--- config.mk ---
export PLATFORM = sky130hd
export DESIGN_NAME = fetch_unit
export DESIGN_NICKNAME = d
export VERILOG_FILES = /design/src/source/fetch_types_pkg.sv /design/src/source/mips_isa_pkg.sv /design/src/source/fetch_slot_if.sv /design/src/source/fetch_queue.sv /design/src/source/branch_predecode.sv /design/src/source/issue_select.sv /design/src/source/fetch_unit.sv
export VERILOG_INCLUDE_DIRS = /design/src /design/src/include
export SDC_FILE = /design/constraint.sdc
export NUM_CORES = 2
export LEC_CHECK = 0
export BUFFER_PORTS_ARGS = -buffer_cell sky130_fd_sc_hd__buf_2
export CAP_MARGIN = 10
export CORE_ASPECT_RATIO = 0.8
export CORE_MARGIN = 3
export CORE_UTILIZATION = 50
export CTS_CLUSTER_DIAMETER = 150
export CTS_CLUSTER_SIZE = 14
export DETAILED_ROUTE_END_ITERATION = 8
export PLACE_DENSITY = 0.71
export SKIP_CTS_REPAIR_TIMING = 1
export SLEW_MARGIN = 15
export SYNTH_ARGS = -nofsm -noshare
export SYNTH_HDL_FRONTEND = slang
export SYNTH_HIERARCHICAL = 1
export SYNTH_SLANG_ARGS = --single-unit
--- constraint.sdc ---
create_clock -name clk -period 6.7 [get_ports clk]
set_clock_uncertainty 0.15 [all_clocks]
set_input_delay 1.005 -clock clk [delete_from_list [all_inputs] [get_ports clk]]
set_output_delay 1.005 -clock clk [all_outputs]
set_load 0.005 [all_outputs]
--- src/include/fetch_settings.svh ---
`ifndef FETCH_SETTINGS_SVH
`define FETCH_SETTINGS_SVH

// Entries in the circular instruction queue
`define FETCH_QUEUE_DEPTH 8

// 32-bit words delivered per instruction cache line
`define FETCH_LINE_WORDS 4

// Instructions handed to decode per cycle, and the number of predecoders
`define FETCH_ISSUE_WIDTH 2

`endif

--- src/source/fetch_types_pkg.sv ---
`default_nettype none

`include "fetch_settings.svh"

package fetch_types_pkg;

    // One MIPS32 instruction
    typedef logic [31:0] word_t;

    // Byte address of an instruction
    typedef logic [31:0] pc_t;

    // Cache line with word 0 in the low bits
    typedef logic [`FETCH_LINE_WORDS*32-1:0] line_t;

    // Queue index, wraps on overflow
    typedef logic [$clog2(`FETCH_QUEUE_DEPTH)-1:0] qptr_t;

    // Occupancy needs one more bit than the index so that a full queue is distinct
    typedef logic [$clog2(`FETCH_QUEUE_DEPTH):0] qcount_t;

    // Instructions sent to decode in one cycle
    typedef logic [$clog2(`FETCH_ISSUE_WIDTH):0] issue_num_t;

endpackage

`default_nettype wire

--- src/source/mips_isa_pkg.sv ---
`default_nettype none

package mips_isa_pkg;

    typedef logic [5:0] opcode_t;
    typedef logic [5:0] funct_t;
    typedef logic [4:0] reg_t;

    ////////////////////////////////////////
    // Primary opcodes, bits 31:26
    ////////////////////////////////////////

    localparam opcode_t SPECIAL = 6'b000000;
    localparam opcode_t REGIMM  = 6'b000001;
    localparam opcode_t J       = 6'b000010;
    localparam opcode_t JAL     = 6'b000011;
    localparam opcode_t BEQ     = 6'b000100;
    localparam opcode_t BNE     = 6'b000101;
    localparam opcode_t BLEZ    = 6'b000110;
    localparam opcode_t BGTZ    = 6'b000111;

    // Function field of SPECIAL, bits 5:0
    localparam funct_t JR   = 6'b001000;
    localparam funct_t JALR = 6'b001001;

    // The rt field selects the REGIMM branch, bits 20:16
    localparam reg_t BLTZ   = 5'b00000;
    localparam reg_t BGEZ   = 5'b00001;
    localparam reg_t BLTZAL = 5'b10000;
    localparam reg_t BGEZAL = 5'b10001;

    ////////////////////////////////////////
    // Control-transfer classes
    ////////////////////////////////////////

    typedef enum logic [1:0] {
        none,
        cond_branch,
        jump,
        jump_reg
    } br_class_t;

endpackage

`default_nettype wire

--- src/source/fetch_slot_if.sv ---
`default_nettype none

interface fetch_slot_if;
    import fetch_types_pkg::*;

    logic  present;
    word_t inst;
    pc_t   pc;
    // Set when the instruction is followed by a delay slot
    logic  br_op;

    modport queue (
        output present, inst, pc
    );

    modport predecode (
        input  inst,
        output br_op
    );

    modport select (
        input present, inst, pc, br_op
    );

endinterface

`default_nettype wire

--- src/source/fetch_queue.sv ---
`default_nettype none

`include "fetch_settings.svh"

module fetch_queue (
    input  logic                        clk,
    input  logic                        reset,
    input  logic                        flush,
    input  logic                        line_valid,
    input  fetch_types_pkg::pc_t        line_pc,
    input  fetch_types_pkg::line_t      line_data,
    output logic                        line_ready,
    input  fetch_types_pkg::issue_num_t pop_num,
    fetch_slot_if.queue                 slot0,
    fetch_slot_if.queue                 slot1
);
    import fetch_types_pkg::*;

    localparam int word_bits = $clog2(`FETCH_LINE_WORDS);

    word_t   entry_inst [`FETCH_QUEUE_DEPTH];
    pc_t     entry_pc   [`FETCH_QUEUE_DEPTH];
    qptr_t   head;
    qptr_t   tail;
    qcount_t count;

    logic                 push;
    logic [word_bits-1:0] first_word;
    qcount_t              push_num;
    logic                 wr_en   [`FETCH_LINE_WORDS];
    word_t                wr_inst [`FETCH_LINE_WORDS];
    pc_t                  wr_pc   [`FETCH_LINE_WORDS];

    ////////////////////////////////////////
    // Line intake
    ////////////////////////////////////////

    // Room for a whole line, judged before this cycle's pop
    assign line_ready = count <= qcount_t'(`FETCH_QUEUE_DEPTH - `FETCH_LINE_WORDS);

    assign push       = line_valid && line_ready && !flush;
    assign first_word = line_pc[word_bits+1:2];
    assign push_num   = qcount_t'(`FETCH_LINE_WORDS) - qcount_t'(first_word);

    // Lane i carries word first_word+i of the line
    for (genvar i = 0; i < `FETCH_LINE_WORDS; i++) begin : g_lane
        logic [word_bits-1:0] sel;

        assign sel        = first_word + word_bits'(i);
        assign wr_en[i]   = push && (qcount_t'(i) < push_num);
        assign wr_inst[i] = line_data[sel*32 +: 32];
        assign wr_pc[i]   = {line_pc[31:word_bits+2], sel, 2'b00};
    end

    always_ff @(posedge clk) begin
        for (int i = 0; i < `FETCH_LINE_WORDS; i++) begin
            if (wr_en[i]) begin
                entry_inst[tail + qptr_t'(i)] <= wr_inst[i];
                entry_pc[tail + qptr_t'(i)]   <= wr_pc[i];
            end
        end
    end

    ////////////////////////////////////////
    // Pointers and occupancy
    ////////////////////////////////////////

    always_ff @(posedge clk) begin
        if (reset || flush) begin
            head  <= '0;
            tail  <= '0;
            count <= '0;
        end else begin
            head <= head + qptr_t'(pop_num);
            if (push) begin
                tail <= tail + qptr_t'(push_num);
            end
            // The selector never pops more than the head slots hold
            count <= count + (push ? push_num : qcount_t'(0)) - qcount_t'(pop_num);
        end
    end

    ////////////////////////////////////////
    // Head slots
    ////////////////////////////////////////

    assign slot0.present = count != qcount_t'(0);
    assign slot0.inst    = entry_inst[head];
    assign slot0.pc      = entry_pc[head];

    assign slot1.present = count > qcount_t'(1);
    assign slot1.inst    = entry_inst[head + qptr_t'(1)];
    assign slot1.pc      = entry_pc[head + qptr_t'(1)];

endmodule

`default_nettype wire

--- src/source/branch_predecode.sv ---
`default_nettype none

module branch_predecode (
    fetch_slot_if.predecode slot
);
    import mips_isa_pkg::*;

    opcode_t   opcode;
    reg_t      rt;
    funct_t    funct;
    br_class_t br_class;

    assign opcode = slot.inst[31:26];
    assign rt     = slot.inst[20:16];
    assign funct  = slot.inst[5:0];

    always_comb begin
        br_class = none;
        case (opcode)
            BEQ, BNE, BLEZ, BGTZ: begin
                br_class = cond_branch;
            end
            REGIMM: begin
                if (rt == BLTZ || rt == BGEZ || rt == BLTZAL || rt == BGEZAL) begin
                    br_class = cond_branch;
                end
            end
            J, JAL: begin
                br_class = jump;
            end
            SPECIAL: begin
                if (funct == JR || funct == JALR) begin
                    br_class = jump_reg;
                end
            end
            default: begin
                br_class = none;
            end
        endcase
    end

    // Every control transfer in MIPS32 carries one delay slot
    assign slot.br_op = br_class != none;

endmodule

`default_nettype wire

--- src/source/issue_select.sv ---
`default_nettype none

`include "fetch_settings.svh"

module issue_select (
    input  logic                        decode_allowin,
    fetch_slot_if.select                slot0,
    fetch_slot_if.select                slot1,
    output fetch_types_pkg::issue_num_t pop_num,
    output logic                        out0_valid,
    output logic                        out1_valid,
    output fetch_types_pkg::word_t      out0_inst,
    output fetch_types_pkg::word_t      out1_inst,
    output fetch_types_pkg::pc_t        out0_pc,
    output fetch_types_pkg::pc_t        out1_pc
);
    import fetch_types_pkg::*;

    issue_num_t send_num;

    ////////////////////////////////////////
    // Issue rule
    ////////////////////////////////////////

    // A branch and its delay slot always leave together
    always_comb begin
        if (!slot0.present) begin
            send_num = issue_num_t'(0);
        end else if (!slot1.present) begin
            // Lone branch waits for its delay slot
            if (slot0.br_op) begin
                send_num = issue_num_t'(0);
            end else begin
                send_num = issue_num_t'(1);
            end
        end else if (slot1.br_op) begin
            // Hold a second-slot branch back for the next cycle
            send_num = issue_num_t'(1);
        end else begin
            send_num = issue_num_t'(`FETCH_ISSUE_WIDTH);
        end
    end

    // Decode takes whatever is valid in the same cycle
    assign pop_num = decode_allowin ? send_num : issue_num_t'(0);

    assign out0_valid = pop_num != issue_num_t'(0);
    assign out1_valid = pop_num == issue_num_t'(2);

    assign out0_inst = slot0.inst;
    assign out0_pc   = slot0.pc;
    assign out1_inst = slot1.inst;
    assign out1_pc   = slot1.pc;

endmodule

`default_nettype wire

--- src/source/fetch_unit.sv ---
`default_nettype none

`include "fetch_settings.svh"

module fetch_unit (
    input  logic                   clk,
    input  logic                   reset,
    input  logic                   flush,

    // Instruction cache side
    input  logic                   line_valid,
    input  fetch_types_pkg::pc_t   line_pc,
    input  fetch_types_pkg::line_t line_data,
    output logic                   line_ready,

    // Decode side
    input  logic                   decode_allowin,
    output logic                   out0_valid,
    output fetch_types_pkg::word_t out0_inst,
    output fetch_types_pkg::pc_t   out0_pc,
    output logic                   out1_valid,
    output fetch_types_pkg::word_t out1_inst,
    output fetch_types_pkg::pc_t   out1_pc
);
    import fetch_types_pkg::*;

    issue_num_t pop_num;

    // One interface per head slot of the queue
    fetch_slot_if slot [`FETCH_ISSUE_WIDTH] ();

    ////////////////////////////////////////
    // Instruction queue
    ////////////////////////////////////////

    fetch_queue u_queue (
        .clk        (clk),
        .reset      (reset),
        .flush      (flush),
        .line_valid (line_valid),
        .line_pc    (line_pc),
        .line_data  (line_data),
        .line_ready (line_ready),
        .pop_num    (pop_num),
        .slot0      (slot[0]),
        .slot1      (slot[1])
    );

    ////////////////////////////////////////
    // Predecode of the head entries
    ////////////////////////////////////////

    for (genvar g = 0; g < `FETCH_ISSUE_WIDTH; g++) begin : g_predecode
        branch_predecode u_predecode (
            .slot (slot[g])
        );
    end

    ////////////////////////////////////////
    // Issue to decode
    ////////////////////////////////////////

    issue_select u_select (
        .decode_allowin (decode_allowin),
        .slot0          (slot[0]),
        .slot1          (slot[1]),
        .pop_num        (pop_num),
        .out0_valid     (out0_valid),
        .out1_valid     (out1_valid),
        .out0_inst      (out0_inst),
        .out1_inst      (out1_inst),
        .out0_pc        (out0_pc),
        .out1_pc        (out1_pc)
    );

endmodule

`default_nettype wire

Yosys cells after proc, flatten, opt, wreduce, memory -nomap -nowiden
Memories as Yosys holds them, arrays and structs flattened. A register that Yosys moved wholly into a read port is not among the register bits. Cells that the tools add are included.

Add/subtract/negate cells: 12. $mul: 0. Div/mod/pow operators: 0. $lt $le $gt $ge: 6. Equal/unequal tests: 25. Shift operators: 4. Multiplexer cells: 22. Bitwise logic cells: 0. Reductions and logical operators: 28.

Operators by type and width (number): $shiftx A128 B8 Y32 (4); $eq A6 B3 Y1 const B (8); $eq A6 B2 Y1 const B (4); $eq A6 B4 Y1 const B (4); $eq A5 B5 Y1 const B (4); $pmux W2 S4 (2); $eq A6 B1 Y1 const B (2); $logic_not A6 Y1 (2); $mux W2 (6); $mux W1 (11); $eq A5 B1 Y1 const B (2); $logic_not A5 Y1 (2); $logic_or A1 B1 Y1 (9); $lt A1 B4 Y1 const A (2); $lt A2 B4 Y1 const A (2); $reduce_or A4 Y1 (2); $add A3 B1 Y3 const B (2); $add A3 B2 Y3 const B (2); $logic_and A1 B1 Y1 (6); $mux W3 (2); $reduce_bool A2 Y1 (3); $add A2 B2 Y2 const B (2); $add A4 B4 Y4 (1); $gt A4 B1 Y1 const B (1); other kinds (11) (12).

Register bits after elaboration: 10. Latch bits: 0. RAM bits: 496. ROM bits: 0. Input port bits: 165. Output and inout port bits: 131. Word-level logic and storage cells: 102. Memories kept: 2.

Memory list: u_queue.entry_inst (words 8, bits a word 32, read ports 2, clocked after memory_dff 1, write ports 4, RTL line fetch_queue.sv:21) `` word_t entry_inst [`FETCH_QUEUE_DEPTH]; ``; u_queue.entry_pc (words 8, bits a word 30, read ports 2, clocked after memory_dff 1, write ports 4, RTL line fetch_queue.sv:22) `` pc_t entry_pc [`FETCH_QUEUE_DEPTH]; ``.

Depth between registers and ports, before layout
An unclocked memory read counts as a cell.

Depth after elaboration: 15. Gate-level depth with buffers: 18. Gate-level depth less buffers: 15.

Modules after synthesis
The synthesis kept the hierarchy.

Modules (own cells, without submodules): fetch_queue (times used 1, cells an instance 2541, area an instance 33950.1 um^2); issue_select (times used 1, cells an instance 135, area an instance 1013.5 um^2); branch_predecode (times used 2, cells an instance 5, area an instance 43.8 um^2).

Least setup slack after synthesis
OpenSTA, ideal clock, no wires.

Path type: input-to-reg. Start point: input line_pc[3]. End point: memory u_queue/entry_inst[0][0] (netlist bit) (enable). Data arrival time: 5.757 ns. Slack: 0.295 ns. Stages on the path: 10. Buffers on the path: 5. Path through: clkbuf_1 > clkbuf_1 > inv_1 > clkbuf_1 > ha_1 > clkbuf_1 > o21ba_2 > a32oi_1 > clkbuf_1 > o211ai_1.

RTL lines: from (decl) (RTL line fetch_unit.sv:12) `input fetch_types_pkg::pc_t line_pc,`; to (decl) (RTL line fetch_queue.sv:21).

Worst setup path after layout
Start point: register u_queue.head[1]. End point: output out0_valid.

Cells in the longest elaborated chain, start to end: 14. Elaborated cells on any way between the ends: 31. Classes of those cells: 1 x add/sub; 12 x eq/ne; 7 x mux; 10 x reduce/logical; 1 x memory.

RTL lines: from (decl) (RTL line fetch_queue.sv:23) `qptr_t head;`; from (signal assigned) (RTL line fetch_queue.sv:74) `head <= head + qptr_t'(pop_num);`; $add A3 B1 Y3 * (RTL line fetch_queue.sv:92) `assign slot1.inst = entry_inst[head + qptr_t'(1)];`; $mem_v2 Z8 W32 *; $eq A5 B1 Y1 or $logic_not A5 Y1 (tied branches) (RTL line branch_predecode.sv:24) `if (rt == BLTZ || rt == BGEZ || rt == BLTZAL || rt == BGEZAL) begin`; $logic_or A1 B1 Y1 (3 in a row) (RTL line branch_predecode.sv:24); $mux W1 (RTL line branch_predecode.sv:24); $pmux W2 S4 * (RTL line branch_predecode.sv:19) `case (opcode)`; $reduce_bool A2 Y1 * (RTL line branch_predecode.sv:43) `assign slot.br_op = br_class != none;`; $mux W2 * (RTL line issue_select.sv:36) `end else if (slot1.br_op) begin`; $mux W2 * (RTL line issue_select.sv:29) `end else if (!slot1.present) begin`; $mux W2 * (RTL line issue_select.sv:27) `if (!slot0.present) begin`; $mux W2 * (RTL line issue_select.sv:45) `assign pop_num = decode_allowin ? send_num : issue_num_t'(0);`; $reduce_bool A2 Y1 * (RTL line issue_select.sv:47) `assign out0_valid = pop_num != issue_num_t'(0);`; to (decl) (RTL line fetch_unit.sv:18) `output logic out0_valid,`.

Mark *: on every way between the ends. The rest lies on a longest branch, timed or not.

==> impl_metrics.yaml <==
min_path:
  min_path_type: "flip-flop to flip-flop"
  min_path_cells: 2
sta:
  max_clock_freq_mhz: 170.2
  tns_ps: 0
  layout_setup_ws_ps: 825.7
  finalCritPeriodShare: 0.8768
  relSlewSlack: 0.1039
  tightest_slew_ps: 1344
  slew_viol_final: 0
  rsz0062_at_grt: "false"
  min_period_ps: 5874
  hold_viol: 0
  setup_viol: 0
synth:
  synth-edff-count: 496
  synth.most_common_cell: "edfxtp_1"
  ys.flop_type: "edfxtp_1"
  synth_commonest_cells: "edfxtp_1 (496), mux4_2 (376), nor3_1 (266)"
  ys_top_cells_by_area: "edfxtp_1 (42%), mux4_2 (24%), a22oi_1 (5.7%)"
  synth.avg_cell_area_um2: 13.05
  yosys_warnings: 6
  synth.ff_latch_count: 506
  synth_top_cell_area_share: 0.4249
  ys_seq_area_frac: 0.4306
  synth_cell_types: 56
  netlist_instances: 2686
  synth_area_leader_cell: "edfxtp_1"
  synthesis.area_um2: 35050
  ys_async_sr_fraction: 0
detailed_routing:
  ant_nets: 0
  wl_um: 124000
  first_pass_iters: 9
  post_drt_wl_per_cell_um: 34.48
  drtIter0Drc: 4705
  vias: 28540
  drc: 29
  via_per_inst: 7.938
global_routing:
  grt_start_max_net_pins: 140
  grtUsageTotal: 0.3306
  grt_pass1_wl_um: 180800
  overflow: 0
  antenna_found_initial: 6
  grt_pass1_vias: 27990
critical_path:
  cp_cell_sequence: "buf_12 > mux4_2 > mux2_2 > nor4b_1 > a2111oi_1 > nor4_1 > nor2b_1 > nor2_1 > buf_2"
  max_stage_delay_ps: 810
  worstPathRequired_ps: 5540
  critical_path_class: "flip-flop to output port"
  ff2ff_setup_slack_ps: 1290
  endpoint_kind: "output port"
  cp.depth: 9
  cp-startpoint: "u_queue/head[1]$_SDFF_PP0_"
  cp_top_family: "simple AND/OR/NAND/NOR gates"
  rr_endpoint: "u_queue/count[2]$_SDFF_PP0_"
  path_buf_inv: 2
  reg2regPathDepth: 14
  cp_max_fo: 125
  reg2reg_from: "u_queue/head[1]$_SDFF_PP0_"
  cp_slowest_cell: "nor4b_1"
  cp.arrival_ps: 4720
  startpoint_type: "flip-flop"
  endpoint: "out0_valid"
final_layout:
  regArea_um2: 15110
  fin_nets: 2838
  multi_input_area_um2: 17790
  fillers: 5549
  final_cells: 3595
  design_area_um2: 37340
  synthToLayoutAreaGrowth_pct: 6.536
  drive_above_1_share: 0.3601
floorplan:
  num_rows: 86
  die_h_um: 242.8
  dieWidth_um: 302.0
  ios: 296
  start_util: 0.5066
  die_area_um2: 73340
  core_um2: 69190
power_and_ir_drop:
  p_per_area_nw_per_um2: 235.6
  leakage_nw: 10.63
  finalPower_mw: 8.798
  comb_power_share: 0.314
  power_frac_clock: 0.260
  p_int_mw: 6.034
  p_seq_frac: 0.426
  switching_share: 0.3141
  irDropWorstVdd_mv: 0.2295
  p_sw_mw: 2.763
clock_network:
  htreeDepth: 2
  clk_pin_slew_ps: 70
  clock_sinks: 506
  cts_buffers: 42
  cts_tree: "yes"
  clk_latency_ps: 590
  clk_path_buf_depth: 3
  clock-root-buffer: "clkbuf_16"
status:
  violations: "design-rule violations"
  outcome: "complete, but fails checks"
place:
  dp_hpwl_um: 70060
  place_ws_ps: 1307
  detailed_place.area_um2: 36150
  dp_cells: 3536
  gp_congestion: 0.8761
  io_buffers: 289
run:
  maxCapViolations: 0
## state kept, by name, indices dropped and copies added, names as in the netlist
name and cells:
u_queue/count 4, u_queue/head 3, u_queue/entry_inst 256, u_queue/tail 3, u_queue/entry_pc 240
## final cells by class
class,count,share of cell area
multi-input cells,1728,0.4764
well taps,924,0.03096
clock inverters,4,0.002111
flip-flops and latches,506,0.4045
clock buffers,53,0.02925
diodes,2,0.0001340
repair buffers,363,0.05512
inverters,15,0.001508
## worst reg2reg max path: cells and delay by family (launching register included)
family / cells / cell delay (ps)
AO/OA/AOI/OAI: 1 / 280
XOR/XNOR: 1 / 160
adder cells (fa/ha/maj): 3 / 920
buffers and inverters: 2 / 730
flip-flops: 1 / 380
multiplexers: 2 / 1080
AND/OR/NAND/NOR: 5 / 1590
## cell usage in the layout (no fill, tap or decap), drive strengths merged, types with 5 or more instances in the layout
cell / count
inv: 14
clkbuf: 53
a32oi: 6
o21bai: 9
clkinv: 5
nor4: 17
nand2: 13
nor3: 267
o21ai: 264
or2: 12
nand2b: 9
xnor2: 15
o211ai: 8
nor2b: 5
mux4: 376
a31oi: 264
mux2: 124
nor2: 13
dfxtp: 10
edfxtp: 496
ha: 13
nor4b: 5
a22oi: 265
buf: 363
## cells by family after synthesis
family                     share of synthesized area
other                                      0.0001070
adders and majority gates                   0.006925
muxes                                         0.2814
xor gates and xnor gates                    0.005176
and+or+nand+nor                              0.06058
buffers and inverters                        0.06604
DFF                                           0.4306
AOI/OAI and AO/OA                             0.1491
## per-layer routing
layer | part of all wire | vias up | track usage
met5 | 0.00033 | - | 0
met4 | 0.065 | 6 | 0.1568
met3 | 0.17 | 793 | 0.1269
met2 | 0.43 | 2845 | 0.4873
met1 | 0.33 | 13810 | 0.4321
li1 | - | 11080 | -
## power by group through the flow
stage	Clock, mW	Sequential, mW	Combinational (mW)
detailed placement	0	3.82	2.70
floorplan	0	3.79	2.08
CTS	2.32	3.75	2.71
finish	2.29	3.75	2.76
global route	2.43	3.76	2.92
global placement	0	3.80	2.64
## metrics by stage
| step | util | hold slack [ps] |
|---|---|---|
| after floorplan | - | 415.3 |
| after global placement | 0.5226 | 484.0 |
| after detailed placement | 0.5226 | 495.5 |
| after CTS | 0.5395 | 491.0 |
| after global routing | 0.5397 | 527.6 |
| final | 0.5397 | 513.8 |
## how the worst min path moves through the flow
stage | start | to
2_1_floorplan | u_queue/head[0]$_SDFF_PP0_ | u_queue/head[0]$_SDFF_PP0_
5_1_grt | line_pc[29] | u_queue/entry_pc[6][27]$_DFFE_PP_
4_1_cts | line_pc[13] | u_queue/entry_pc[1][11]$_DFFE_PP_
3_5_place_dp | u_queue/count[0]$_SDFF_PP0_ | u_queue/count[0]$_SDFF_PP0_
3_3_place_gp | u_queue/count[0]$_SDFF_PP0_ | u_queue/count[0]$_SDFF_PP0_
6_report | u_queue/count[0]$_SDFF_PP0_ | u_queue/count[0]$_SDFF_PP0_
Note: power is estimated with default switching activity, not from simulation.
